**config.mk**
```make
export PLATFORM = sky130hd
export DESIGN_NAME = capture_writer_flat
export DESIGN_NICKNAME = d
export VERILOG_FILES = /design/src/vid_pkg.sv /design/src/vid_mem_if.sv /design/src/capture_writer.sv /design/src/flat_wrapper.sv
export SDC_FILE = /design/constraint.sdc
export NUM_CORES = 1
export LEC_CHECK = 0
export BUFFER_PORTS_ARGS = -buffer_cell sky130_fd_sc_hd__buf_2
export CAP_MARGIN = 20
export CORE_AREA = 2 2 76 78
export CTS_CLUSTER_SIZE = 24
export DETAILED_ROUTE_END_ITERATION = 6
export DIE_AREA = 0 0 78 80
export PLACE_DENSITY = 0.72
export SLEW_MARGIN = 20
export SYNTH_ARGS = -nofsm -noshare
export SYNTH_HDL_FRONTEND = slang
export SYNTH_SLANG_ARGS = --single-unit
```
**constraint.sdc**
```tcl
create_clock -name clk_llc -period 2.4 [get_ports clk_llc]
set_input_delay 0.72 -clock clk_llc [delete_from_list [all_inputs] [get_ports clk_llc]]
set_output_delay 0.72 -clock clk_llc [all_outputs]
set_load 0.05 [all_outputs]
```
**src/vid_pkg.sv**
```systemverilog
// --------------------
// geometry of the captured picture and the bank layout
// Q2.8 colour conversion constants and offsets
// pixel types and state enums shared by the capture path
// --------------------

package vid_pkg;

	// input and stored picture size
	localparam int in_line_pixels = 720;	// active pixels per decoder line
	localparam int out_width      = 180;
	localparam int out_height     = 120;
	localparam int h_decim        = 4;	// keep one pixel in four
	localparam int v_decim        = 2;	// keep one line in two

	localparam logic [15:0] bank_base = 16'h8000;	// word offset of bank 1
	localparam int          addr_w    = 15;		// pixel index inside a bank

	// conversion coefficients, Q2.8
	localparam logic [9:0] k_y  = 10'b01_0010_1010;	// 1.164
	localparam logic [9:0] k_rv = 10'b01_1001_1001;	// 1.596
	localparam logic [9:0] k_gv = 10'b00_1101_0000;	// 0.813
	localparam logic [9:0] k_gu = 10'b00_0110_0100;	// 0.392
	localparam logic [9:0] k_bu = 10'b10_0000_0100;	// 2.017

	localparam logic [9:0] y_ofs = 10'd64;	// 10 bit scale
	localparam logic [9:0] c_ofs = 10'd512;

	typedef struct packed {
		logic [4:0] r;
		logic [5:0] g;
		logic [4:0] b;
	} rgb565_t;

	typedef struct packed {
		logic [7:0] y;
		logic [7:0] cb;
		logic [7:0] cr;
	} ycc_t;

	typedef enum logic [1:0] {arb_idle, arb_vid_write, arb_host_read} arb_state_t;
	typedef enum logic [1:0] {rd_idle, rd_fetch, rd_done} rd_state_t;

endpackage
```
**src/vid_mem_if.sv**
```systemverilog
// --------------------
// one client port onto the shared frame RAM
// client and arbiter views
// --------------------

interface vid_mem_if;

	logic              req;	// held until gnt
	logic [15:0]       addr;	// bank bit on top
	vid_pkg::rgb565_t  wdata;
	logic              we;
	logic              gnt;	// one cycle per access
	vid_pkg::rgb565_t  rdata;	// valid the cycle after gnt on a read

	modport client (
		output req,
		output addr,
		output wdata,
		output we,
		input  gnt,
		input  rdata
	);

	modport arbiter (
		input  req,
		input  addr,
		input  wdata,
		input  we,
		output gnt,
		output rdata
	);

endinterface

```
**src/capture_writer.sv**
```systemverilog
// --------------------
// bank word address from row and column
// one pending pixel held until the RAM grant
// bank toggle and 2 cycle frame interrupts
// --------------------

module capture_writer (
	input  logic              clk_llc,
	input  logic              resetx,
	input  vid_pkg::rgb565_t  rgb,
	input  logic              in_valid,
	input  logic [6:0]        row,
	input  logic [7:0]        col,
	input  logic              field_end,
	vid_mem_if.client         mem,
	output logic              irq0,
	output logic              irq1
);

	logic                        bank;		// bank being filled
	logic                        pend;		// pixel waiting for gnt
	logic [15:0]                 pend_addr;
	vid_pkg::rgb565_t            pend_data;
	logic [vid_pkg::addr_w-1:0]  idx;
	logic [1:0]                  irq_cnt;
	logic                        irq_bank;	// bank that just finished

	assign idx = vid_pkg::addr_w'(row * vid_pkg::out_width + col);

	assign mem.req   = pend;
	assign mem.addr  = pend_addr;
	assign mem.wdata = pend_data;
	assign mem.we    = 1'b1;	// write only client

	assign irq0 = (irq_cnt != 2'd0) && !irq_bank;
	assign irq1 = (irq_cnt != 2'd0) && irq_bank;

	always_ff @(posedge clk_llc or negedge resetx)
	begin
		if (!resetx)
		begin
			pend     <= 1'b0;
			bank     <= 1'b0;	// first field to bank 0
			irq_cnt  <= 2'd0;
			irq_bank <= 1'b0;
		end
		else
		begin
			if (in_valid)
				pend <= 1'b1;	// new pixel wins over a grant
			else if (mem.gnt)
				pend <= 1'b0;

			if (field_end)
			begin
				bank     <= ~bank;
				irq_bank <= bank;
				irq_cnt  <= 2'd2;
			end
			else if (irq_cnt != 2'd0)
				irq_cnt <= irq_cnt - 2'd1;
		end
	end

	// address fixed at load time so a late write keeps its bank
	always_ff @(posedge clk_llc)
	begin
		if (in_valid)
		begin
			pend_addr <= (bank ? vid_pkg::bank_base : 16'h0000) | {1'b0, idx};
			pend_data <= rgb;
		end
	end

endmodule

```
**src/flat_wrapper.sv**
```systemverilog
// flat-port wrapper written by rule: the top's interface ports become plain ports
module capture_writer_flat 
  (clk_llc, resetx, rgb, in_valid, row, col, field_end, irq0, irq1, mem_req, mem_addr, mem_wdata, mem_we, mem_gnt, mem_rdata);
  vid_mem_if mem_i ();
  input  logic clk_llc;
  input  logic resetx;
  input  vid_pkg::rgb565_t rgb;
  input  logic in_valid;
  input  logic [6:0] row;
  input  logic [7:0] col;
  input  logic field_end;
  output logic irq0;
  output logic irq1;
  output wire logic [$bits(mem_i.req)-1:0] mem_req;
  output wire logic [$bits(mem_i.addr)-1:0] mem_addr;
  output wire logic [$bits(mem_i.wdata)-1:0] mem_wdata;
  output wire logic [$bits(mem_i.we)-1:0] mem_we;
  input wire logic [$bits(mem_i.gnt)-1:0] mem_gnt;
  input wire logic [$bits(mem_i.rdata)-1:0] mem_rdata;
  assign mem_req = mem_i.req;
  assign mem_addr = mem_i.addr;
  assign mem_wdata = mem_i.wdata;
  assign mem_we = mem_i.we;
  assign mem_i.gnt = mem_gnt;
  assign mem_i.rdata = mem_rdata;
  capture_writer u_core (.clk_llc(clk_llc), .resetx(resetx), .rgb(rgb), .in_valid(in_valid), .row(row), .col(col), .field_end(field_end), .mem(mem_i), .irq0(irq0), .irq1(irq1));
endmodule
```
==> key figures <==
Timing
  • F_max: 284.6 MHz
  • TNS Setup: -8091 ps
  • Slew @ Worst Pin: 670.8 ps
  • Final slew viol count: 0
  • Period utilization: 146.4%
  • Slew margin rel.: 55.28%
  • Worst setup margin: -1114 ps
  • Final Skew: 0.5017 ps
  • RSZ-0062 raised after global routing: true
  • Min cycle time layout: 3514 ps
  • Final Hold Viols: 0
  • Setup Viol. Count Final: 9

Clock network
  • Root Driver: clkbuf_8
  • Longest Clk Path Bufs: 2
  • Clk_lat worst skew: 280 ps
  • Clock-pin slew on the worst setup and hold paths: 70 ps
  • Sink Count: 37
  • # H-tree levels: 2
  • TritonCTS clock tree: yes
  • CTS Hold Bufs: 0
  • CTS Buf Count: 5

Floorplan
  • Area of the die: 6240 um2
  • Initial Utilization: 43.52%
  • Chip Height: 80 um
  • FP Rows: 27
  • I/O Pins: 88
  • Core area: 5405 um2
  • Die W: 78 um

Pwr
  • Peak supply drop: 0.5599 mV
  • Switching share of power: 40.66%
  • P_sw: 1.485 mW
  • Pwr Total: 3.654 mW
  • Sequential Power Share: 25.8%
  • Lkg Pwr: 1.619 nW
  • Pint: 2.168 mW
  • PD cells: 1029 nW/um2
  • Logic pwr share: 60.4%
  • Clk pwr share: 13.8%

Yosys
  • Most used DFF post-synth: edfxtp_1
  • Avg Cell Area, Syn: 11.94 um2
  • Synthesis Warnings: 0
  • Ys async rst share: 13.51%
  • Mapped Area: 2352 um2
  • Top cell type's share of synthesized area: 40.85%
  • Top post-synthesis cells by count: edfxtp_1 (32), inv_1 (32), ha_1 (30)
  • Post-Synthesis Cells: 197
  • Number of synthesized flops with an enable pin: 32
  • Top cell type by total area after synthesis: edfxtp_1
  • Yosys cell types: 41
  • Net Count, Synth: 288
  • #FFs+latches synth: 37
  • Sequential share of the synthesized area: 46.17%
  • Synth area leaders: edfxtp_1 (41%), ha_1 (16%), fa_1 (7.7%)

Status
  • Failing checks: setup timing
  • Outcome: finished with violations

Critical path
  • Slowest cell on crit path: fa_1
  • CP Max Fanout: 3
  • Critical path arrival: 3540 ps
  • Worst r2r src: u_core.irq_cnt[0]$_DFFE_PN0P_
  • Reg2reg path depth: 4
  • CP endpoint kind: register
  • FF-to-FF setup slack: 1280 ps
  • Critical Path RT: 2430 ps
  • Critical path type: in -> reg
  • Reg-to-reg endpoint: u_core.irq_cnt[1]$_DFFE_PN0P_
  • Max incr delay on CP: 500 ps
  • Critical path cell sequence: buf_8 -> ha_4 -> ha_4 -> inv_2 -> fa_1 -> inv_2 -> ha_4 -> fa_2 -> ha_4 -> nor2_4 -> a21oi_2 -> nand3_2 -> nand4bb_1 -> xnor2_1
  • Crit-path most repeated cell: ha_4
  • CP Launch Type: input port

Routing
  • Top Layer Used: met4
  • Met2 WL: 2401 um
  • Metal3 WL: 331 um
  • DRT iter0 DRCs: 77
  • Routed len/inst: 12.59 um
  • WL final: 4874 um
  • DRC violations left: 0
  • Antenna viol nets, final: 0
  • DRT Pass-1 Iters: 4
  • WL met1: 2080 um
  • Vias: 1,883
  • Via density: 4.866

Hold path
  • Hold Crit Class: in -> async

Global routing
  • Total Routing Usage GR: 16.03%
  • Largest net degree at the start of global routing: 34
  • First-pass GRT wire length: 7872 um
  • Antenna violations before repair: 0
  • Vias in the first global route: 1,789
  • Grt total ovfl: 0

Placed design
  • Detailed placement HPWL: 4032 um
  • Placed Instance Area: 3247 um2
  • IO Port Bufs: 70
  • Placed cells: 377
  • Routability cong.: 0.8125

Finish
  • Finished Layout Cells: 387
  • ANT cells: 0
  • Layout area overhead: 51.01%
  • Post-Layout Inst Area: 3552 um2
  • Final core area utilization: 65.72%
  • Layout cells sized above 1: 52.06%
  • Final #Nets: 405

Run
  • Max_cap viols: 0
registers in the layout, summed over array words and instances (netlist names):
name,cells
u_core.bank,1
u_core.mem.addr,16
u_core.irq_bank,1
u_core.mem.req,1
u_core.mem.wdata,16
u_core.irq_cnt,2
routing by layer:
layer	track usage, %	vias to the layer above
li1	-	922
met1	19.81	886
met2	28.88	69
met3	2.262	6
met4	5.263	0
met5	0	-
area by class of cell:
| class | count | area (um2) |
|---|---|---|
| clock buffers | 5 | 68.82 |
| clock inverters | 3 | 41.29 |
| fillers | 405 | 1853 |
| inverters | 32 | 120.1 |
| multi-input cells | 125 | 1423 |
| flip-flops and latches | 37 | 1086 |
| well taps | 72 | 90.09 |
| repair buffers | 113 | 723.2 |
cell usage in the layout (no fill, tap or decap), types with 2 or more instances in the layout:
cell	netlist	final
buf_2	0	65
buf_4	1	39
edfxtp_1	32	32
inv_1	32	25
ha_1	30	17
ha_4	0	13
nor2_1	12	10
xor2_1	11	10
fa_1	9	8
buf_6	0	8
inv_2	0	7
o21ai_0	7	5
clkbuf_8	0	5
dfrtp_1	5	5
nor2b_1	4	4
a21oi_1	7	4
nand2_1	4	4
xnor2_1	5	4
nand3_2	1	3
a21o_1	3	3
a21oi_2	0	2
o21ai_4	0	2
nor3_1	3	2
nand4_1	2	2
o211ai_1	2	2
cells by family (layout without fill, tap and decap cells):
kind of cell             after synthesis  count (layout)  synth area share, %
AO/OA/AOI/OAI                         33              33                9.787
XOR/XNOR                              16              16                5.957
adder cells (fa/ha/maj)               39              39                23.62
buffers and inverters                 35             153                5.745
flip-flops                            37              37                46.17
multiplexers                           1               1               0.4787
other                                  1               1               0.1594
AND/OR/NAND/NOR                       35              35                8.085
metrics by stage:
step                      setup slack [ps]  hold WS (ps)
final                                -1114         239.3
after global routing                 -1208         236.6
after CTS                            -1083         234.4
after detailed placement             -1454         476.0
after global placement               -1398         469.0
after floorplan                      -1155         424.4
power groups by stage:
stage	registers (mW)	logic (mW)	clock network [mW]
final	0.943	2.21	0.504
after global routing	0.955	2.39	0.543
after CTS	0.945	2.11	0.515
after detailed placement	0.959	1.99	0
after global placement	0.949	1.94	0
after floorplan	1.33	0.959	0
worst max-delay path: cells and delay by family:
kind                       cells  cell delay, ps
AOI/OAI and AO/OA              1             150
xor gates and xnor gates       1             150
adders and majority gates      6            1960
buffers and inverters          3             180
and+or+nand+nor                3             390
repair_timing:
action,4_1_cts,5_1_grt
gates cloned,0,0
gates resized for setup,30,11
pin swaps,23,7
buffers inserted,1,2
setup endpoints to repair,9,9
how the worst max path moves through the flow:
stage / depth (start not counted) / end / slack [ps] / startpoint
after floorplan: 13 / u_core.mem.addr[14]$_DFFE_PP_ / -1150 / row[2]
after global placement: 14 / u_core.mem.addr[14]$_DFFE_PP_ / -1400 / row[2]
after detailed placement: 14 / u_core.mem.addr[14]$_DFFE_PP_ / -1450 / row[0]
after CTS: 14 / u_core.mem.addr[14]$_DFFE_PP_ / -1080 / row[4]
after global routing: 14 / u_core.mem.addr[14]$_DFFE_PP_ / -1210 / row[4]
final: 14 / u_core.mem.addr[14]$_DFFE_PP_ / -1110 / row[4]
(Power assumes the default switching activity.)
