**src/vid_pkg.sv**
```systemverilog
// --------------------
// geometry of the captured picture and the bank layout
// Q2.8 colour conversion constants and offsets
// pixel types and state enums shared by the capture path
// --------------------

package vid_pkg;

	// input and stored picture size
	localparam int in_line_pixels = 720;	// active pixels per decoder line
	localparam int out_width      = 180;
	localparam int out_height     = 120;
	localparam int h_decim        = 4;	// keep one pixel in four
	localparam int v_decim        = 2;	// keep one line in two

	localparam logic [15:0] bank_base = 16'h8000;	// word offset of bank 1
	localparam int          addr_w    = 15;		// pixel index inside a bank

	// conversion coefficients, Q2.8
	localparam logic [9:0] k_y  = 10'b01_0010_1010;	// 1.164
	localparam logic [9:0] k_rv = 10'b01_1001_1001;	// 1.596
	localparam logic [9:0] k_gv = 10'b00_1101_0000;	// 0.813
	localparam logic [9:0] k_gu = 10'b00_0110_0100;	// 0.392
	localparam logic [9:0] k_bu = 10'b10_0000_0100;	// 2.017

	localparam logic [9:0] y_ofs = 10'd64;	// 10 bit scale
	localparam logic [9:0] c_ofs = 10'd512;

	typedef struct packed {
		logic [4:0] r;
		logic [5:0] g;
		logic [4:0] b;
	} rgb565_t;

	typedef struct packed {
		logic [7:0] y;
		logic [7:0] cb;
		logic [7:0] cr;
	} ycc_t;

	typedef enum logic [1:0] {arb_idle, arb_vid_write, arb_host_read} arb_state_t;
	typedef enum logic [1:0] {rd_idle, rd_fetch, rd_done} rd_state_t;

endpackage
```
**src/ycbcr_to_rgb565.sv**
```systemverilog
// --------------------
// YCbCr to RGB565 conversion, two stages
// stage 1 coefficient products, stage 2 sums and clamp
// row and column tags ride along with the pixel
// --------------------

module ycbcr_to_rgb565 (
	input  logic              clk_llc,
	input  logic              resetx,
	input  vid_pkg::ycc_t     ycc,
	input  logic              in_valid,
	input  logic [6:0]        row,
	input  logic [7:0]        col,
	output vid_pkg::rgb565_t  rgb,
	output logic              out_valid,
	output logic [6:0]        row_o,
	output logic [7:0]        col_o
);

	logic signed [10:0] y_s, cb_s, cr_s;	// offset removed, 10 bit scale
	logic signed [20:0] p_y, p_rv, p_gv, p_gu, p_bu;
	logic signed [20:0] r_sum, g_sum, b_sum;
	logic [5:0]         r6, g6, b6;
	logic               v1;
	logic [6:0]         row1;
	logic [7:0]         col1;

	// negative to 0, overflow to all ones, else bits 17..12
	function automatic logic [5:0] clamp6(input logic signed [20:0] s);
		if (s[20])
			return 6'd0;
		else if (s[19] | s[18])
			return 6'h3f;
		else
			return s[17:12];
	endfunction

	always_comb
	begin
		y_s  = $signed({1'b0, ycc.y, 2'b00}) - $signed({1'b0, vid_pkg::y_ofs});
		cb_s = $signed({1'b0, ycc.cb, 2'b00}) - $signed({1'b0, vid_pkg::c_ofs});
		cr_s = $signed({1'b0, ycc.cr, 2'b00}) - $signed({1'b0, vid_pkg::c_ofs});
	end

	// ---- stage 1 ----
	always_ff @(posedge clk_llc)
	begin
		p_y  <= y_s * $signed({1'b0, vid_pkg::k_y});
		p_rv <= cr_s * $signed({1'b0, vid_pkg::k_rv});
		p_gv <= cr_s * $signed({1'b0, vid_pkg::k_gv});
		p_gu <= cb_s * $signed({1'b0, vid_pkg::k_gu});
		p_bu <= cb_s * $signed({1'b0, vid_pkg::k_bu});
		row1 <= row;
		col1 <= col;
	end

	// ---- stage 2 ----
	always_comb
	begin
		r_sum = p_y + p_rv;
		g_sum = p_y - p_gv - p_gu;
		b_sum = p_y + p_bu;
		r6    = clamp6(r_sum);	// R and B keep the top five
		g6    = clamp6(g_sum);
		b6    = clamp6(b_sum);
	end

	always_ff @(posedge clk_llc)
	begin
		rgb.r <= r6[5:1];
		rgb.g <= g6;
		rgb.b <= b6[5:1];
		row_o <= row1;
		col_o <= col1;
	end

	always_ff @(posedge clk_llc or negedge resetx)
	begin
		if (!resetx)
		begin
			v1        <= 1'b0;
			out_valid <= 1'b0;
		end
		else
		begin
			v1        <= in_valid;
			out_valid <= v1;
		end
	end

endmodule

```
**config.mk**
```make
export PLATFORM = sky130hd
export DESIGN_NAME = ycbcr_to_rgb565
export DESIGN_NICKNAME = d
export VERILOG_FILES = /design/src/vid_pkg.sv /design/src/ycbcr_to_rgb565.sv
export SDC_FILE = /design/constraint.sdc
export NUM_CORES = 1
export LEC_CHECK = 0
export BUFFER_PORTS_ARGS = -buffer_cell sky130_fd_sc_hd__buf_2
export CAP_MARGIN = 20
export CORE_MARGIN = 1
export CORE_UTILIZATION = 66
export DETAILED_ROUTE_END_ITERATION = 7
export PLACE_DENSITY = 0.87
export SYNTH_ARGS = -nofsm -noshare
export SYNTH_HDL_FRONTEND = slang
export SYNTH_SLANG_ARGS = --single-unit
```
**constraint.sdc**
```tcl
create_clock -name clk_llc -period 4.37 [get_ports clk_llc]
set_input_delay 0.2185 -clock clk_llc [delete_from_list [all_inputs] [get_ports clk_llc]]
set_output_delay 0.2185 -clock clk_llc [all_outputs]
set_load 0.02 [all_outputs]
```
==> metrics.log <==
INFO  metric root_buffer = sky130_fd_sc_hd__clkbuf_16
INFO  metric via_per_inst = 5.62
INFO  metric first_global_vias = 7270
INFO  metric most_common_cell_after_layout_fill_and_taps_aside = sky130_fd_sc_hd__ha_1
INFO  metric end_kind = register
INFO  metric asyncSetResetFlopFracSynth = 1.59%
INFO  metric seq_power_share = 22.0%
INFO  metric remaining_antenna_violation_count = 0
INFO  metric cts-resized-gates = 0
INFO  metric die_area = 14200 um2
INFO  metric place.detailed.hpwl = 14.5 mm
INFO  metric synthesis.area_per_instance = 10.2 um2
INFO  metric floorplan.io_pins = 74
INFO  metric required = 4.72 ns
INFO  metric critical_path_peak_fanout = 3
INFO  metric first_iter_violations = 442
INFO  metric num_antenna_cells = 0
INFO  metric via_count = 6759
INFO  metric setup_slack_after_layout = 0.283 ns
INFO  metric worstSetupPathType = in2reg
INFO  metric post_syn_area = 9090 um2
INFO  metric timing.reg2reg.worst_path_depth = 10
INFO  metric cellPowerDensity = 735 nW/um2
INFO  metric clockPowerShare = 19.2%
INFO  metric mappedNetlistNets = 1184
INFO  metric critPathArrivalTime = 4.44 ns
INFO  metric slew_violations = 0
INFO  metric grt.overflow.total = 0
INFO  metric cts-htree-levels = 4
INFO  metric drc = 0
INFO  metric initial_core_util = 68.1%
INFO  metric cts-buffers-inserted = 17
INFO  metric synth.ff_latch_count = 126
INFO  metric ys_warn_count = 0
INFO  metric most-common-layout-cells = 189 x sky130_fd_sc_hd__ha_1, 161 x sky130_fd_sc_hd__inv_1, 124 x sky130_fd_sc_hd__dfxtp_1
INFO  metric largest_net_degree_at_the_start_of_global_routing = 17
INFO  metric hold_path_endpoint = p_bu[8]
INFO  metric max_freq = 0.245 GHz
INFO  metric tritoncts_num_sinks = 126
INFO  metric postLayoutCoreUtil = 79.4%
INFO  metric min-delay-path-class = in2reg
INFO  metric syn-instance-count = 892
INFO  metric die_w = 119 um
INFO  metric total_power = 7.79 mW
INFO  metric cts-root-to-sink-buffers = 2
INFO  metric core_area = 13300 um2
INFO  metric timing.clock.skew = 0.00875 ns
INFO  metric p_int = 4.44 mW
INFO  metric hold_path.startpoint = ycc[12]
INFO  metric power.net_switching = 3.35 mW
INFO  metric clkSlewWorstSetupHoldPaths = 0.06 ns
INFO  metric core.rowCount = 42
INFO  metric peak_supply_drop = 413 uV
INFO  metric clock_latency = 0.42 ns
INFO  metric leakage_power = 5.45 nW
INFO  metric antenna_violations_before_repair = 0
INFO  metric power.share.combinational = 58.8%
INFO  metric outcome = finished clean
INFO  metric maxSlewHeadroom = 61.4%
INFO  metric flow.area_growth_from_synthesis = 16.6%
INFO  metric seq_area_frac_synth = 27.9%
INFO  metric terminus_of_the_critical_flop_to_flop_path = rgb[10]
INFO  metric setup_total_negative_slack = 0 ns
INFO  metric finalSetupViolCount = 0
INFO  metric synth-edff-count = 0
INFO  metric power.switching_fraction = 43.0%
INFO  metric tritoncts = built
INFO  metric max_cap_violations = 0
INFO  metric yosys.cell_types.count = 56
INFO  metric timing.critical_path.from_type = input port
INFO  metric grt.total_usage = 31.4%
INFO  metric drt-total-wl = 21.0 mm
INFO  metric numPortBuffers = 73
INFO  metric timing.reg2reg.setup_slack = 1.19 ns
INFO  metric timing.final.hold_violations = 0
INFO  metric main_flop_type_after_synthesis = sky130_fd_sc_hd__dfxtp_1
INFO  metric holdWs = 0.0256 ns
INFO  metric grt_first_pass_wirelength = 34.5 mm
INFO  metric final_period_minus_worst_setup_slack = 4.09 ns
INFO  metric hold-path-cell-count = 1
INFO  metric num-nets-final = 1307
INFO  metric die_h = 119 um
INFO  metric post_drt_wl_per_cell = 17.5 um
INFO  metric final_layout_size_suffix_gt1_share = 12.5%
INFO  metric post-route-period-util = 93.5%
INFO  metric gp_congestion = 0.891
INFO  metric crit-reg2reg-launch = p_y[10]
INFO  metric worst_slew_pin_slew = 0.575 ns
INFO  metric grt_setup_unrepaired = no
INFO  metric setup_slack_at_placement = -0.0196 ns
INFO  metric dr.pass1.iters = 7
## worst max-delay path, cell delays in order
cell,delay [ns]
sky130_fd_sc_hd__buf_2,0.12
sky130_fd_sc_hd__ha_1,0.35
sky130_fd_sc_hd__fa_1,0.56
sky130_fd_sc_hd__inv_1,0.07
sky130_fd_sc_hd__fa_1,0.49
sky130_fd_sc_hd__inv_1,0.04
sky130_fd_sc_hd__ha_1,0.27
sky130_fd_sc_hd__inv_1,0.05
sky130_fd_sc_hd__fa_1,0.51
sky130_fd_sc_hd__inv_1,0.04
sky130_fd_sc_hd__ha_1,0.32
sky130_fd_sc_hd__or2_2,0.30
sky130_fd_sc_hd__a21oi_1,0.27
sky130_fd_sc_hd__a211o_1,0.17
sky130_fd_sc_hd__a31oi_1,0.14
sky130_fd_sc_hd__a21o_1,0.21
sky130_fd_sc_hd__a21oi_1,0.16
sky130_fd_sc_hd__xor2_1,0.15
## layout make-up
cell class	count	area, um2
Sequential cell	126	2530
Multi-Input combinational cell	601	5940
Timing Repair Buffer	106	681
Tap cell	176	220
Fill cell	774	2750
Clock inverter	13	189
Clock buffer	18	429
Inverter	163	612
## stage by stage
| stage | instances | area (um2) |
|---|---|---|
| 2_1_floorplan | 892 | 9090 |
| 5_1_grt | 1203 | 10600 |
| 4_1_cts | 1203 | 10600 |
| 6_report | 1203 | 10600 |
| 3_3_place_gp | 1145 | 9710 |
| 3_5_place_dp | 1145 | 9710 |
## kinds of logic (layout without fill, tap and decap cells)
group	count (synthesis)	after routing	share of synthesized area (%)
DFF	126	126	27.9
muxes	8	8	0.895
and+or+nand+nor	124	124	6.94
xor gates and xnor gates	84	84	8.10
AOI/OAI and AO/OA	135	135	9.93
buffers and inverters	165	300	6.82
adders and majority gates	250	250	39.5
## sequential cells by signal, summed over array words and instances (netlist names)
register   count
col_o          8
row_o          7
p_bu          17
p_gv          12
out_valid      1
p_y           18
rgb           16
v1             1
col1           8
p_gu          12
row1           7
p_rv          19
## worst max path at each step
stage	startpoint	endpoint	slack [ns]	cells past startpoint
6_report	ycc[1]	p_rv[20]	0.28	18
4_1_cts	ycc[1]	p_rv[20]	0.33	18
5_1_grt	ycc[1]	p_rv[20]	0.16	18
2_1_floorplan	ycc[20]	p_y[20]	0.19	18
3_5_place_dp	ycc[1]	p_rv[20]	-0.02	18
3_3_place_gp	ycc[1]	p_rv[20]	0.13	18
## repair_timing
action                                 CTS  global route
buffers inserted                         0             0
hold buffers                            27             0
endpoints found under the hold margin   28             0
setup endpoints to repair                0             0
## power groups by stage
stage | Sequential, mW | Clock (mW) | Combinational, mW
after global routing | 1.74 | 1.55 | 5.05
after detailed placement | 1.73 | 0 | 4.23
after CTS | 1.71 | 1.49 | 4.45
after floorplan | 1.76 | 0 | 3.21
final | 1.71 | 1.50 | 4.58
after global placement | 1.72 | 0 | 4.05
## routing by layer
layer  wire length, um  global-route usage [%]  vias up
met1              8570                    36.1     3186
met5                 0                       0        -
met4              1130                    17.8        0
met2             10300                    54.7      271
li1                  -                       -     3214
met3              1060                    6.08       88
## synth_stat cells (3+ instances only)
cell type	n	share of area (%)
sky130_fd_sc_hd__o21ai_0	17	0.94
sky130_fd_sc_hd__xnor2_1	60	5.8
sky130_fd_sc_hd__and2_1	9	0.62
sky130_fd_sc_hd__nor3_1	18	0.99
sky130_fd_sc_hd__ha_1	189	26
sky130_fd_sc_hd__or3_1	3	0.21
sky130_fd_sc_hd__inv_1	161	6.7
sky130_fd_sc_hd__nand2b_1	6	0.41
sky130_fd_sc_hd__a21o_1	14	1.2
sky130_fd_sc_hd__xor2_1	24	2.3
sky130_fd_sc_hd__nor2_1	33	1.4
sky130_fd_sc_hd__fa_1	61	13
sky130_fd_sc_hd__a211oi_1	3	0.25
sky130_fd_sc_hd__o21bai_1	7	0.58
sky130_fd_sc_hd__dfxtp_1	124	27
sky130_fd_sc_hd__mux2i_1	7	0.77
sky130_fd_sc_hd__nand3_1	7	0.39
sky130_fd_sc_hd__o21a_1	15	1.2
sky130_fd_sc_hd__a21oi_1	50	2.8
sky130_fd_sc_hd__a31oi_1	3	0.21
sky130_fd_sc_hd__nor2b_1	5	0.34
sky130_fd_sc_hd__nand2_1	22	0.91
sky130_fd_sc_hd__or2_2	6	0.41
sky130_fd_sc_hd__nand4_1	4	0.28
Power figures use the tool's default switching activity.
