**config.mk**
```make
export PLATFORM = sky130hd
export DESIGN_NAME = smooth_reader_flat
export DESIGN_NICKNAME = d
export VERILOG_FILES = /design/src/vid_pkg.sv /design/src/vid_mem_if.sv /design/src/smooth_reader.sv /design/src/flat_wrapper.sv
export SDC_FILE = /design/constraint.sdc
export NUM_CORES = 1
export LEC_CHECK = 0
export BUFFER_PORTS_ARGS = -buffer_cell sky130_fd_sc_hd__buf_2
export CORE_ASPECT_RATIO = 0.9
export CORE_MARGIN = 2
export CORE_UTILIZATION = 30
export CTS_BUF_LIST = sky130_fd_sc_hd__clkbuf_8
export DETAILED_ROUTE_END_ITERATION = 10
export PLACE_DENSITY = 0.48
export SYNTH_ARGS = -nofsm -noshare
export SYNTH_HDL_FRONTEND = slang
export SYNTH_SLANG_ARGS = --single-unit
```
**constraint.sdc**
```tcl
create_clock -name clk_llc -period 4.6 [get_ports clk_llc]
set_clock_uncertainty 0.2 [all_clocks]
set_input_delay 0.23 -clock clk_llc [delete_from_list [all_inputs] [get_ports clk_llc]]
set_output_delay 0.23 -clock clk_llc [all_outputs]
set_load 0.02 [all_outputs]
```
**src/vid_pkg.sv**
```systemverilog
// --------------------
// geometry of the captured picture and the bank layout
// Q2.8 colour conversion constants and offsets
// pixel types and state enums shared by the capture path
// --------------------

package vid_pkg;

	// input and stored picture size
	localparam int in_line_pixels = 720;	// active pixels per decoder line
	localparam int out_width      = 180;
	localparam int out_height     = 120;
	localparam int h_decim        = 4;	// keep one pixel in four
	localparam int v_decim        = 2;	// keep one line in two

	localparam logic [15:0] bank_base = 16'h8000;	// word offset of bank 1
	localparam int          addr_w    = 15;		// pixel index inside a bank

	// conversion coefficients, Q2.8
	localparam logic [9:0] k_y  = 10'b01_0010_1010;	// 1.164
	localparam logic [9:0] k_rv = 10'b01_1001_1001;	// 1.596
	localparam logic [9:0] k_gv = 10'b00_1101_0000;	// 0.813
	localparam logic [9:0] k_gu = 10'b00_0110_0100;	// 0.392
	localparam logic [9:0] k_bu = 10'b10_0000_0100;	// 2.017

	localparam logic [9:0] y_ofs = 10'd64;	// 10 bit scale
	localparam logic [9:0] c_ofs = 10'd512;

	typedef struct packed {
		logic [4:0] r;
		logic [5:0] g;
		logic [4:0] b;
	} rgb565_t;

	typedef struct packed {
		logic [7:0] y;
		logic [7:0] cb;
		logic [7:0] cr;
	} ycc_t;

	typedef enum logic [1:0] {arb_idle, arb_vid_write, arb_host_read} arb_state_t;
	typedef enum logic [1:0] {rd_idle, rd_fetch, rd_done} rd_state_t;

endpackage
```
**src/vid_mem_if.sv**
```systemverilog
// --------------------
// one client port onto the shared frame RAM
// client and arbiter views
// --------------------

interface vid_mem_if;

	logic              req;	// held until gnt
	logic [15:0]       addr;	// bank bit on top
	vid_pkg::rgb565_t  wdata;
	logic              we;
	logic              gnt;	// one cycle per access
	vid_pkg::rgb565_t  rdata;	// valid the cycle after gnt on a read

	modport client (
		output req,
		output addr,
		output wdata,
		output we,
		input  gnt,
		input  rdata
	);

	modport arbiter (
		input  req,
		input  addr,
		input  wdata,
		input  we,
		output gnt,
		output rdata
	);

endinterface

```
**src/smooth_reader.sv**
```systemverilog
// --------------------
// host read sequencer
// nine tap 1-2-1 smoothing over the stored frame
// wait generation for the host read strobe
// --------------------

module smooth_reader (
	input  logic                        clk_llc,
	input  logic                        resetx,
	input  logic                        host_rdx,
	input  logic                        host_bank,
	input  logic [vid_pkg::addr_w-1:0]  host_addr,
	output logic                        host_waitx,
	output vid_pkg::rgb565_t            host_data,
	vid_mem_if.client                   mem
);

	vid_pkg::rd_state_t          state;
	logic                        rdx_d;
	logic                        rd_start;	// falling edge of host_rdx
	logic                        req;
	logic                        data_due;	// rdata valid this cycle
	logic                        rd_bank;
	logic [1:0]                  tap_row, tap_col;
	logic [vid_pkg::addr_w-1:0]  tap_addr;
	logic [1:0]                  sh;		// weight 1, 2 or 4
	logic                        last_tap;
	logic [8:0]                  acc_r, acc_b;
	logic [9:0]                  acc_g;

	assign rd_start = (state == vid_pkg::rd_idle) && rdx_d && !host_rdx;
	assign sh       = {1'b0, tap_row == 2'd1} + {1'b0, tap_col == 2'd1};
	assign last_tap = (tap_row == 2'd2) && (tap_col == 2'd2);

	assign mem.req   = req;
	assign mem.addr  = {rd_bank, tap_addr};
	assign mem.wdata = '0;
	assign mem.we    = 1'b0;	// read only client

	// ---- sequencer ----
	always_ff @(posedge clk_llc or negedge resetx)
	begin
		if (!resetx)
		begin
			state      <= vid_pkg::rd_idle;
			rdx_d      <= 1'b1;
			host_waitx <= 1'b1;
			req        <= 1'b0;
			data_due   <= 1'b0;
			tap_row    <= 2'd0;
			tap_col    <= 2'd0;
		end
		else
		begin
			rdx_d    <= host_rdx;
			data_due <= req & mem.gnt;
			if (mem.gnt)
				req <= 1'b0;
			case (state)
				vid_pkg::rd_idle:
				begin
					if (rd_start)
					begin
						state      <= vid_pkg::rd_fetch;
						host_waitx <= 1'b0;
						req        <= 1'b1;
						tap_row    <= 2'd0;
						tap_col    <= 2'd0;
					end
				end
				vid_pkg::rd_fetch:
				begin
					if (data_due && last_tap)
						state <= vid_pkg::rd_done;
					else if (data_due)
					begin
						req <= 1'b1;	// next tap
						if (tap_col == 2'd2)
						begin
							tap_col <= 2'd0;
							tap_row <= tap_row + 2'd1;
						end
						else
							tap_col <= tap_col + 2'd1;
					end
				end
				vid_pkg::rd_done:
				begin
					state      <= vid_pkg::rd_idle;
					host_waitx <= 1'b1;	// host_data valid from here
				end
				default:
					state <= vid_pkg::rd_idle;
			endcase
		end
	end

	// ---- tap address and accumulators ----
	always_ff @(posedge clk_llc)
	begin
		if (rd_start)
		begin
			rd_bank  <= host_bank;
			tap_addr <= vid_pkg::addr_w'(host_addr - (vid_pkg::out_width + 1));
			acc_r    <= 9'd0;
			acc_g    <= 10'd0;
			acc_b    <= 9'd0;
		end
		else if (state == vid_pkg::rd_fetch && data_due)
		begin
			acc_r <= acc_r + (9'(mem.rdata.r) << sh);
			acc_g <= acc_g + (10'(mem.rdata.g) << sh);
			acc_b <= acc_b + (9'(mem.rdata.b) << sh);
			if (tap_col == 2'd2)
				tap_addr <= vid_pkg::addr_w'(tap_addr + vid_pkg::out_width - 2);
			else
				tap_addr <= tap_addr + 1'b1;	// wraps in the bank
		end
		if (state == vid_pkg::rd_done)
		begin
			host_data.r <= acc_r[8:4];	// divide by 16
			host_data.g <= acc_g[9:4];
			host_data.b <= acc_b[8:4];
		end
	end

endmodule

```
**src/flat_wrapper.sv**
```systemverilog
// flat-port wrapper written by rule: the top's interface ports become plain ports
module smooth_reader_flat 
  (clk_llc, resetx, host_rdx, host_bank, host_addr, host_waitx, host_data, mem_req, mem_addr, mem_wdata, mem_we, mem_gnt, mem_rdata);
  vid_mem_if mem_i ();
  input  logic clk_llc;
  input  logic resetx;
  input  logic host_rdx;
  input  logic host_bank;
  input  logic [vid_pkg::addr_w-1:0] host_addr;
  output logic host_waitx;
  output vid_pkg::rgb565_t host_data;
  output wire logic [$bits(mem_i.req)-1:0] mem_req;
  output wire logic [$bits(mem_i.addr)-1:0] mem_addr;
  output wire logic [$bits(mem_i.wdata)-1:0] mem_wdata;
  output wire logic [$bits(mem_i.we)-1:0] mem_we;
  input wire logic [$bits(mem_i.gnt)-1:0] mem_gnt;
  input wire logic [$bits(mem_i.rdata)-1:0] mem_rdata;
  assign mem_req = mem_i.req;
  assign mem_addr = mem_i.addr;
  assign mem_wdata = mem_i.wdata;
  assign mem_we = mem_i.we;
  assign mem_i.gnt = mem_gnt;
  assign mem_i.rdata = mem_rdata;
  smooth_reader u_core (.clk_llc(clk_llc), .resetx(resetx), .host_rdx(host_rdx), .host_bank(host_bank), .host_addr(host_addr), .host_waitx(host_waitx), .host_data(host_data), .mem(mem_i));
endmodule
```
==> results.cfg <==
[synthesis]
ys.flop_type = edfxtp_1
synthCells = 481
syn-cell-area_um2 = 4550
seq_area_frac_synth = 0.390
synth_seq_cells = 70
synth.distinct_cells = 55
yosys_warnings = 0
synthArstFlopShare = 0.143
synth_edf_count = 32
synth_area_per_cell_um2 = 9.46

[clock_network]
clockBufferDepth = 2
cts.sinks = 70
cts_buffers = 9
cts_resized = 0
cts_tree = done
root_buffer = clkbuf_8
ctsHtreeMaxLevel = 3
clk_latency_ns = 0.37
path_clk_slew_ns = 0.08

[placed_design]
io_buffers = 69
globalplace.congestion = 0.832
hpwl_mm = 7.54

[sta]
max_freq_mhz = 262
drv_slew = 0
setup_viol = 0
finalCritPeriodShare = 0.829
tns_ns = 0
slew_headroom = 0.314
post-route-min-period_ns = 3.81
worst_pin_slew_ns = 1.02
rsz0062_at_grt = no
hold_violations = 0

[routing]
drt_iter0_markers = 200
met1_length_mm = 5.03
drc = 0
wl_mm = 10.3
met3_length_um = 339
wl_per_cell_um = 13.7
drt.antenna.violating_nets = 0
top_layer_used = met4
viasPerCell = 4.76
dr.pass1.iters = 4
dr_wl_met2_mm = 4.72
via_count = 3581

[critical_path]
slowest_delay_ns = 0.75
cp.required_ns = 4.65
end_kind = register
critPathArrivalTime_ns = 3.86
crit_fanout = 22
startpoint_type = register
cp_cell_sequence = nor2b_1 -> ha_1 -> nor2_1 -> and2_1 -> ha_1 -> fa_1 -> a211oi_1 -> nor2_1 -> or4_1 -> a31oi_1 -> or3_1 -> a21oi_1
cp_top_family = adder cells
cp_slowest_cell = ha_1
critical_path_class = register to register
crit_buf_inv = 0

[layout]
layout_common_cells = buf_2 (69), o21ai_0 (44), nand2_1 (35)
drive_gt1_frac = 0.175
syn2layout_area_growth_pct = 15.6
diodes = 0
final_common_cell = buf_2
fin_nets = 619

[pwr]
total_power_uw = 3390
p_leak_uw = 0.00227
powerDensity_nw_per_um2 = 644
ir_drop_v = 0.000179

[grt]
antenna_found_initial = 0
grt_pass1_wl_mm = 16.5
track_usage = 0.132
grt_pass1_vias = 3310
grt_overflow = 0
grt_max_degree = 25

[status]
status = finished, final reports clean

[die]
io_pins = 87
num_rows = 42
core_area_um2 = 14800
fp.dieW_um = 134
die_h_um = 121
dieArea_um2 = 16200
initial_core_util = 0.308

[min_path]
hp-class = primary input to register

[flow_run]
cap_viol_max_count = 0
cells in the mapped netlist, types with 7 or more instances:
| cell type | number | area share |
|---|---|---|
| buf_4 | 18 | 0.030 |
| a22o_1 | 10 | 0.019 |
| xnor2_1 | 17 | 0.033 |
| nand2b_1 | 15 | 0.021 |
| edfxtp_1 | 32 | 0.21 |
| nand2_1 | 35 | 0.029 |
| inv_1 | 15 | 0.012 |
| dfxtp_1 | 28 | 0.12 |
| nor2_1 | 30 | 0.025 |
| ha_1 | 31 | 0.085 |
| o21ai_0 | 44 | 0.048 |
| mux2i_1 | 23 | 0.051 |
| a21oi_1 | 29 | 0.032 |
| o21ai_1 | 7 | 0.0077 |
| nor2b_1 | 11 | 0.015 |
| xor2_1 | 22 | 0.042 |
| clkbuf_1 | 11 | 0.0091 |
| dfrtp_1 | 8 | 0.044 |
worst paths after layout:
kind                                          startpoint                            end  slack, ns  depth (start not counted)
hold / removal                              host_addr[0]   u_core.tap_addr[0]$_DFFE_PP_       0.02                          2
min in group asynchronous                         resetx       u_core.mem.req$_DFF_PN0_       0.05                          2
hold reg to reg             u_core.acc_r[2]$_SDFFE_PP0P_   u_core.acc_r[2]$_SDFFE_PP0P_       0.27                          2
max in group asynchronous                         resetx  u_core.host_waitx$_DFFE_PN1P_       3.88                          2
setup / recovery           u_core.tap_col[0]$_DFFE_PN0P_   u_core.acc_b[8]$_SDFFE_PP0P_       0.79                         12
setup reg to reg           u_core.tap_col[0]$_DFFE_PN0P_   u_core.acc_b[8]$_SDFFE_PP0P_       0.79                         12
metal layers:
layer / global-route usage / vias up
li1: - / 1833
met1: 0.175 / 1661
met2: 0.209 / 76
met3: 0.0235 / 11
met4: 0.0618 / 0
met5: 0 / -
flip-flops by register name, indices dropped and copies added (netlist names):
register           count
u_core.tap_col         2
u_core.acc_b           9
u_core.mem.req         1
u_core.acc_r           9
u_core.rd_bank         1
u_core.host_data      16
u_core.tap_addr       15
u_core.data_due        1
u_core.state           2
u_core.rdx_d           1
u_core.host_waitx      1
u_core.tap_row         2
u_core.acc_g          10
report_power, final:
part / internal (uW) / switching, uW / total [uW]
combinational: 823 / 1060 / 1880
sequential: 845 / 135 / 980
clock: 276 / 248 / 524
layout make-up:
class	count	area, um2
Inverter	16	60.1
Sequential cell	70	1770
Clock buffer	11	151
Clock inverter	5	48.8
Tap cell	198	248
Fill cell	1502	9510
Timing Repair Buffer	77	415
Multi-Input combinational cell	375	2560
repair_timing:
action	CTS	global route
setup buffers	0	0
endpoints found under the setup margin	0	0
hold buffers	4	0
endpoints found under the hold margin	14	0
cells by family after synthesis:
logic type / Yosys count / synth area share
buffers and inverters: 52 / 0.0608
flip-flops: 70 / 0.390
multiplexers: 26 / 0.0580
adder cells (fa/ha/maj): 34 / 0.0985
AND/OR/NAND/NOR: 135 / 0.153
AO/OA/AOI/OAI: 124 / 0.164
other: 1 / 0.000824
XOR/XNOR: 39 / 0.0751
stage by stage:
step	instance area [um2]	instances	hold slack [ns]	worst slack, ns	utilization
floorplan	4610	497	-0.266	0.940	-
global placement	5020	732	-0.0901	0.896	0.340
detailed placement	5020	732	-0.0862	0.815	0.340
CTS	5260	752	0.0112	0.776	0.356
global route	5260	752	0.0172	0.511	0.356
finish	5260	752	0.0195	0.787	0.356
No activity file was read; power rests on OpenSTA's default activity.
