==> src/vid_pkg.sv <==
// --------------------
// geometry of the captured picture and the bank layout
// Q2.8 colour conversion constants and offsets
// pixel types and state enums shared by the capture path
// --------------------

package vid_pkg;

	// input and stored picture size
	localparam int in_line_pixels = 720;	// active pixels per decoder line
	localparam int out_width      = 180;
	localparam int out_height     = 120;
	localparam int h_decim        = 4;	// keep one pixel in four
	localparam int v_decim        = 2;	// keep one line in two

	localparam logic [15:0] bank_base = 16'h8000;	// word offset of bank 1
	localparam int          addr_w    = 15;		// pixel index inside a bank

	// conversion coefficients, Q2.8
	localparam logic [9:0] k_y  = 10'b01_0010_1010;	// 1.164
	localparam logic [9:0] k_rv = 10'b01_1001_1001;	// 1.596
	localparam logic [9:0] k_gv = 10'b00_1101_0000;	// 0.813
	localparam logic [9:0] k_gu = 10'b00_0110_0100;	// 0.392
	localparam logic [9:0] k_bu = 10'b10_0000_0100;	// 2.017

	localparam logic [9:0] y_ofs = 10'd64;	// 10 bit scale
	localparam logic [9:0] c_ofs = 10'd512;

	typedef struct packed {
		logic [4:0] r;
		logic [5:0] g;
		logic [4:0] b;
	} rgb565_t;

	typedef struct packed {
		logic [7:0] y;
		logic [7:0] cb;
		logic [7:0] cr;
	} ycc_t;

	typedef enum logic [1:0] {arb_idle, arb_vid_write, arb_host_read} arb_state_t;
	typedef enum logic [1:0] {rd_idle, rd_fetch, rd_done} rd_state_t;

endpackage
==> src/ycbcr_sampler.sv <==
// --------------------
// decoder byte stream demux (Cb Y0 Cr Y1)
// field and line tracking
// decimation keep strobe with row and column
// --------------------

module ycbcr_sampler (
	input  logic              clk_llc,
	input  logic              resetx,
	input  logic              vref,
	input  logic              href,
	input  logic              odd,
	input  logic [7:0]        vpo,
	output vid_pkg::ycc_t     ycc,
	output logic              keep,
	output logic              field_end,
	output logic [6:0]        row,
	output logic [7:0]        col
);

	logic       cap;		// odd field and vref both high
	logic       active;		// byte on vpo this cycle
	logic       cap_d;
	logic       href_d;
	logic [1:0] phase;		// byte position in the group of four
	logic [8:0] grp;		// group index in the line
	logic [8:0] line_cnt;		// lines since the first href of the field
	logic       line_keep;
	logic       take;
	logic [7:0] cb_q;
	logic [7:0] y_q;

	assign cap    = odd & vref;
	assign active = cap & href;

	// even lines only, up to out_height of them
	assign line_keep = (line_cnt % vid_pkg::v_decim == 0) &&
		(line_cnt / vid_pkg::v_decim < vid_pkg::out_height);

	// Y0 of every other group, taken when its Cr shows up
	assign take = active && (phase == 2'd2) && line_keep &&
		((grp * 2) % vid_pkg::h_decim == 0) && (grp < vid_pkg::in_line_pixels / 2);

	always_ff @(posedge clk_llc or negedge resetx)
	begin
		if (!resetx)
		begin
			cap_d     <= 1'b0;
			href_d    <= 1'b0;
			phase     <= 2'd0;
			grp       <= 9'd0;
			line_cnt  <= 9'd0;
			keep      <= 1'b0;
			field_end <= 1'b0;
		end
		else
		begin
			cap_d     <= cap;
			href_d    <= active;
			keep      <= take;
			field_end <= cap_d & ~cap;	// captured field just closed

			if (active)
			begin
				phase <= phase + 2'd1;
				if (phase == 2'd3)
					grp <= grp + 9'd1;
			end
			else
			begin
				phase <= 2'd0;		// realign on every line
				grp   <= 9'd0;
			end

			if (!cap)
				line_cnt <= 9'd0;
			else if (href_d && !href)
				line_cnt <= line_cnt + 9'd1;	// end of a line
		end
	end

	// chroma pair and luma bytes
	always_ff @(posedge clk_llc)
	begin
		if (active && phase == 2'd0)
			cb_q <= vpo;
		if (active && phase == 2'd1)
			y_q <= vpo;
		if (take)
		begin
			ycc.y  <= y_q;
			ycc.cb <= cb_q;
			ycc.cr <= vpo;
			row    <= 7'(line_cnt / vid_pkg::v_decim);
			col    <= 8'(grp * 2 / vid_pkg::h_decim);
		end
	end

endmodule

==> config.mk <==
export PLATFORM = sky130hd
export DESIGN_NAME = ycbcr_sampler
export DESIGN_NICKNAME = d
export VERILOG_FILES = /design/src/vid_pkg.sv /design/src/ycbcr_sampler.sv
export SDC_FILE = /design/constraint.sdc
export NUM_CORES = 1
export LEC_CHECK = 0
export ABC_CLOCK_PERIOD_IN_PS = 3000
export BUFFER_PORTS_ARGS = -buffer_cell sky130_fd_sc_hd__buf_4
export CORE_UTILIZATION = 54
export DETAILED_ROUTE_END_ITERATION = 12
export HOLD_SLACK_MARGIN = 0.15
export PLACE_DENSITY_LB_ADDON = 0.3
export SYNTH_ARGS = -nofsm -noshare
export SYNTH_HDL_FRONTEND = slang
export SYNTH_SLANG_ARGS = --single-unit
==> constraint.sdc <==
create_clock -name clk_llc -period 3 [get_ports clk_llc]
set_input_delay 0.6 -clock clk_llc [delete_from_list [all_inputs] [get_ports clk_llc]]
set_output_delay 0.6 -clock clk_llc [all_outputs]
set_load 0.01 [all_outputs]
==> results of run 1 <==
==> logic make-up after synthesis <==
family,synth area share
xor gates and xnor gates,0.0186
DFF,0.799
AOI/OAI and AO/OA,0.0435
and+or+nand+nor,0.0919
adders and majority gates,0.0266
buffers and inverters,0.0133
muxes,0.00710
==> worst max-delay path by stage <==
stage	startpoint	endpoint	cells after the start
2_1_floorplan	href	col[0]	4
3_3_place_gp	href	col[4]	6
5_1_grt	phase[0]	col[2]	5
3_5_place_dp	href	col[6]	6
4_1_cts	phase[0]	ycc[17]	5
6_report	phase[0]	ycc[17]	5
==> final cells by class <==
type	count	area, µm²
multi-input cells	79	531
inverters	6	22.5
repair buffers	55	425
clock inverters	6	61.3
clock buffers	10	128
flip-flops and latches	79	2250
well taps	67	83.8
fillers	338	1380
==> cells in the mapped netlist, types with 2 or more instances <==
cell type,n
or4_1,6
nand4_1,4
edfxtp_1,55
o21ai_0,6
or3_1,4
xnor2_1,3
ha_1,6
nor2_1,10
nand3_1,2
clkbuf_1,2
mux2i_1,2
xor2_1,3
o31ai_1,5
dfrtp_1,24
and2_1,4
a21oi_1,9
nand2_1,8
inv_1,6
==> power by group through the flow <==
stage                     Sequential, mW  Combinational (mW)  Clock, mW
after global routing                1.17              0.0424      0.810
after CTS                           1.17              0.0383      0.757
after detailed placement            1.20              0.0382          0
final                               1.17              0.0371      0.746
after global placement              1.20              0.0368          0
after floorplan                     1.20             0.00972          0
==> cells in the final DEF, fill, tap and decap left out <==
cell type	netlist	layout
a21oi_1	9	9
and2_1	4	4
and4_2	0	1
buf_12	0	1
buf_4	1	54
bufinv_16	0	1
clkbuf_1	2	1
clkbuf_8	0	9
clkinv_2	0	3
clkinv_4	0	1
clkinvlp_4	0	1
dfrtp_1	24	24
edfxtp_1	55	55
ha_1	6	6
inv_1	6	6
mux2i_1	2	2
nand2_1	8	8
nand3_1	2	2
nand3b_1	1	1
nand4_1	4	4
nand4_4	1	1
nand4b_1	1	1
nor2_1	10	10
nor2b_1	1	1
nor4b_1	1	1
o211a_1	1	1
o21ai_0	6	6
o31ai_1	5	5
or3_1	4	4
or4_1	6	6
xnor2_1	3	3
xor2_1	3	3
==> metal layers <==
metal  vias to the layer above  global-route usage  wire length (µm)
met1                       747               0.253              2030
met3                        10              0.0583               216
met5                         -                   0                 0
li1                        752                   -                 -
met4                         0              0.0922               101
met2                        48               0.272              2140
==> flip-flops by register name, summed over array words and instances, names as in the netlist, 2 cells and up <==
| name | count |
|---|---|
| row | 7 |
| cb_q | 8 |
| grp | 9 |
| ycc | 24 |
| y_q | 8 |
| phase | 2 |
| col | 8 |
| line_cnt | 9 |
==> summary.md, run 1 <==
| Metric | Value |
|---|---|
| Area share of the largest cell type after synthesis | `0.586` |
| CP Launch Type | `flop` |
| Row count | `25` |
| Clock sinks | `79` |
| Core Area | `4880 µm²` |
| Clock share of power | `0.382` |
| Area Growth Syn to Fin | `24.3%` |
| Hold buffer count at cts | `0` |
| FF-to-FF End | `ycc[17]` |
| Number of synthesized flops with an enable pin | `55` |
| Max clock buf depth | `2` |
| Critical Path RT | `3.04 ns` |
| FF+latch count, synth | `79` |
| Global-route wire length before repair | `7030 µm` |
| Leakage | `1.36 nW` |
| Clock Tree Root | `clkbuf_8` |
| Largest area contributor in the netlist | `edfxtp_1` |
| P_int | `1.57 mW` |
| Initial DRC count | `84` |
| Critical path fanouts, max | `27` |
| Worst IR Drop VDD | `0.313 mV` |
| Die span in y | `74.3 µm` |
| Post-Syn Area | `2820 µm²` |
| CTS tree | `yes` |
| Pwr Density | `558 nW/µm²` |
| Ant diodes | `0` |
| Post-CTS setup buffer count | `0` |
| Final Net Count | `249` |
| Routed vias/inst | `5.16` |
| DRT antenna net count | `0` |
| CTS resizes | `0` |
| Fin. Hold Viols | `0` |
| Hold WS | `0.159 ns` |
| Sequential share of the synthesized area | `0.799` |
| Final wirelength | `4490 µm` |
| Final core utilization | `0.718` |
| Worst reg2reg startpoint | `phase[0]` |
| R2R depth | `5` |
| Worst min path class | `in2async` |
| Skew final | `0.00583 ns` |
| Setup crit end kind | `flop` |
| Flop pwr share | `0.599` |
| Hpwl dp | `3100 µm` |
| Die area | `5510 µm²` |
| H-Tree Depth | `3` |
| Fin. max-slew vios | `0` |
| Crit Path Category | `reg2reg` |
| Cell total after placement | `286` |
| IO Count | `54` |
| Tot Pwr | `1.96 mW` |
| Layout cells sized above 1 | `0.306` |
| Critical path arrival | `2.04 ns` |
| CP top delay family | `simple AND/OR/NAND/NOR gates` |
| Post-route setup TNS | `0 ns` |
| Syn_nets | `186` |
| Slowest-stage cell, CP | `and4_2` |
| Drt drc | `0` |
| Synth Flop Type | `edfxtp_1` |
| Worst-Margin Slew | `0.403 ns` |
| Finish-stage setup viols | `0` |
| GR Util All Layers | `0.185` |
| Yosys warnings | `0` |
| Antenna violations before repair | `0` |
| Largest cells by area after synthesis | `edfxtp_1 (59%), dfrtp_1 (21%), ha_1 (2.7%), a21oi_1 (1.6%), or4_1 (1.6%)` |
| Async set-reset flop share out of synthesis | `0.304` |
| GP Congestion | `0.778` |
| Fmax achieved | `501 MHz` |
| Dpl ws | `0.887 ns` |
| Rel. slew slack | `0.731` |
| Buf/Inv on CP | `2` |
| Clk Latency, worst-skew pair | `0.33 ns` |
| Switching part of the total | `0.199` |
| Clock-pin slew on the worst setup and hold paths | `0.07 ns` |
| Period utilisation layout | `0.666` |
| Pin count of the biggest net entering global routing | `28` |
| Avg Cell Area, Syn | `16.9 µm²` |
| Die Width | `74.3 µm` |
| Fin worst setup slack | `1.00 ns` |
| Vias in the first global route | `1435` |
| Outcome | `complete, no violations` |
| Max-Cap Viols | `0` |
| GR Overflow Total | `0` |
| PortBufs | `53` |
| Placed Area | `3310 µm²` |
| DRT Pass-1 Iters | `4` |
| CP Cell Sequence | `inv_1, ha_1, nor4b_1, and4_2, buf_12` |
| Crit path time final | `2.00 ns` |
| Proportion of power drawn by combinational gates | `0.019` |
| Crit-path max cell delay | `0.54 ns` |
| Starting Density | `0.578` |
| Cts bufs inserted | `9` |
| Fin cells | `302` |
| Unique cell type count in the Yosys netlist | `26` |
| Vias | `1557` |
| Cells after Synth | `167` |
| RSZ-0062 raised after global routing | `no` |
| Design Area, Final | `3500 µm²` |
| Worst reg-to-reg setup slack | `1.00 ns` |
| Switching power | `389 µW` |
| DR WL/cell | `14.9 µm` |
(Power assumes the default switching activity.)
==> run 2: changes to the inputs <==
--- a/config.mk
+++ b/config.mk
@@ -5,9 +5,9 @@
 export SDC_FILE = /design/constraint.sdc
 export NUM_CORES = 1
 export LEC_CHECK = 0
-export ABC_CLOCK_PERIOD_IN_PS = 3000
+export ABC_CLOCK_PERIOD_IN_PS = 1750
 export BUFFER_PORTS_ARGS = -buffer_cell sky130_fd_sc_hd__buf_4
-export CORE_UTILIZATION = 54
+export CORE_UTILIZATION = 49
 export DETAILED_ROUTE_END_ITERATION = 12
 export HOLD_SLACK_MARGIN = 0.15
 export PLACE_DENSITY_LB_ADDON = 0.3
==> constraint.sdc (replaced) <==
create_clock -name clk_llc -period 1.75 [get_ports clk_llc]
set_input_delay 0.35 -clock clk_llc [delete_from_list [all_inputs] [get_ports clk_llc]]
set_output_delay 0.35 -clock clk_llc [all_outputs]
set_load 0.01 [all_outputs]
==> summary.md, run 2 (synthesis gave the netlist of run 1 again) <==
| Metric | Value |
|---|---|
| Outcome | `complete, no violations` |
| Vias | `1607` |
| Core Area | `5540 µm²` |
| Setup crit end kind | `flop` |
| Met3 Use GR | `0.0400` |
| Die span in y | `77.9 µm` |
| Area Growth Syn to Fin | `26.5%` |
| Ant diodes | `0` |
| Worst min path class | `in2reg` |
| Fin worst setup slack | `0.157 ns` |
| Max clock buf depth | `2` |
| Critical Path RT | `2.01 ns` |
| Post-route setup TNS | `0 ns` |
| Most common cell after layout, fill and taps aside | `buf_4` |
| Leakage | `1.39 nW` |
| H-Tree Depth | `3` |
| Crit-path max cell delay | `0.49 ns` |
| Pin count of the biggest net entering global routing | `25` |
| Final Net Count | `255` |
| Skew final | `0.00880 ns` |
| Crit Path Category | `reg2reg` |
| CP top delay family | `simple AND/OR/NAND/NOR gates` |
| PortBufs | `53` |
| Routed vias/inst | `5.13` |
| Critical path arrival | `1.85 ns` |
| Clock Tree Root | `clkbuf_8` |
| DRT Pass-1 Iters | `4` |
| DRT antenna net count | `0` |
| Biggest regs | `ycc x24, grp x9, line_cnt x9` |
| GR Util All Layers | `0.166` |
| Fin. Hold Viols | `0` |
| Worst IR Drop VDD | `0.444 mV` |
| DR WL/cell | `14.6 µm` |
| Clock-pin slew on the worst setup and hold paths | `0.08 ns` |
| Global-route wire length before repair | `7320 µm` |
| Commonest cells after routing, fill and taps aside | `buf_4 (58), edfxtp_1 (55), dfrtp_1 (24)` |
| Starting Density | `0.509` |
| RSZ-0062 raised after global routing | `no` |
| Final wirelength | `4580 µm` |
| Clock sinks | `79` |
| Fin. max-slew vios | `0` |
| Fmax achieved | `628 MHz` |
| Rel. slew slack | `0.717` |
| Met1 usage | `0.208` |
| Max FFs per register | `24` |
| Die area | `6060 µm²` |
| Grt met2 use | `0.262` |
| Clk Latency, worst-skew pair | `0.34 ns` |
| Period utilisation layout | `0.911` |
| Pwr Density | `918 nW/µm²` |
| Drt drc | `0` |
| Critical path fanouts, max | `7` |
| Die Width | `77.9 µm` |
| Buf/Inv on CP | `0` |
| Antenna violations before repair | `0` |
| Layout cells sized above 1 | `0.328` |
| Hpwl dp | `3170 µm` |
| GR Overflow Total | `0` |
| Busiest grt layer | `met2` |
| Slowest-stage cell, CP | `or4_1` |
| GP Congestion | `0.753` |
| Max-Cap Viols | `0` |
| CP Cell Sequence | `ha_1, nand3b_1, or4_1, a21oi_1` |
| Crit path time final | `1.59 ns` |
| Initial DRC count | `76` |
| CTS tree | `yes` |
| Filler instances | `408` |
| Vias in the first global route | `1574` |
| Finish-stage setup viols | `0` |
| CP Launch Type | `flop` |
| Dpl ws | `0.119 ns` |
| Cts bufs inserted | `9` |
| Worst-Margin Slew | `0.425 ns` |
| Post-CTS setup buffer count | `0` |
| Row count | `27` |
| Largest Register | `ycc` |
| IO Count | `54` |
run 2: cell types whose count changed in the layout (fill, tap and decap cells not counted):
| cell | delta |
|---|---|
| nor4b_1 | -1 |
| clkbuf_1 | -1 |
| buf_4 | +4 |
| nor4b_2 | +1 |
| bufinv_16 | -1 |
| dlygate4sd3_1 | +1 |
| inv_6 | +2 |
| clkinv_2 | -1 |
| and4_4 | +1 |
| and4_2 | -1 |
| buf_12 | +1 |
| inv_8 | +1 |
run 2: metal layers:
metal  wire (µm)  share of wire  vias to the layer above
met2        2270           0.49                       43
met3         192          0.042                        5
met1        2070           0.45                      795
met4          57          0.012                        0
li1            -              -                      764
met5           0              0                        -
run 2: cell type report:
type	instances	area [µm²]	share of cell area
Inverter	6	22.5	0.00631
Tap cell	72	90.1	0.0253
Clock buffer	9	124	0.0347
Multi-Input combinational cell	79	538	0.151
Clock inverter	7	55.1	0.0154
Sequential cell	79	2250	0.631
Timing Repair Buffer	61	485	0.136
run 2: worst paths after layout:
path	startpoint	end	slack (ns)	cells past startpoint
setup / recovery	line_cnt[0]	line_cnt[6]	0.16	4
hold / removal	vpo[5]	cb_q[5]	0.20	1
setup reg to reg	line_cnt[0]	line_cnt[6]	0.16	4
hold reg to reg	cb_q[7]	ycc[15]	0.42	0
max in group asynchronous	resetx	href_d	1.06	2
min in group asynchronous	resetx	line_cnt[7]	0.44	2
run 2: where the power goes:
part	switching, mW	internal (mW)	total, mW
Combinational	0.0389	0.0284	0.0673
Clock	0.667	0.532	1.20
Sequential	0.00459	2.00	2.01
run 2: worst reg2reg max path: stages (launching register included):
cell      delay (ns)
dfrtp_1         0.44
ha_1            0.18
nand3b_1        0.25
or4_1           0.49
a21oi_1         0.17
run 2: timing repair:
item | in CTS | in global routing
resized for setup | 0 | 1
hold buffers | 1 | 0
hold endpoints to repair | 24 | 0
endpoints found under the setup margin | 0 | 26
run 2: through the flow:
stage	instance area (µm²)	util	std cells	hold slack [ns]	power (mW)
final	3570	0.644	313	0.203	3.27
after global routing	3570	0.644	313	0.180	3.39
after CTS	3560	0.643	313	0.178	3.31
after detailed placement	3370	0.609	296	0.270	2.12
after global placement	3370	0.609	296	0.274	2.12
after floorplan	2820	-	167	0.0544	2.07
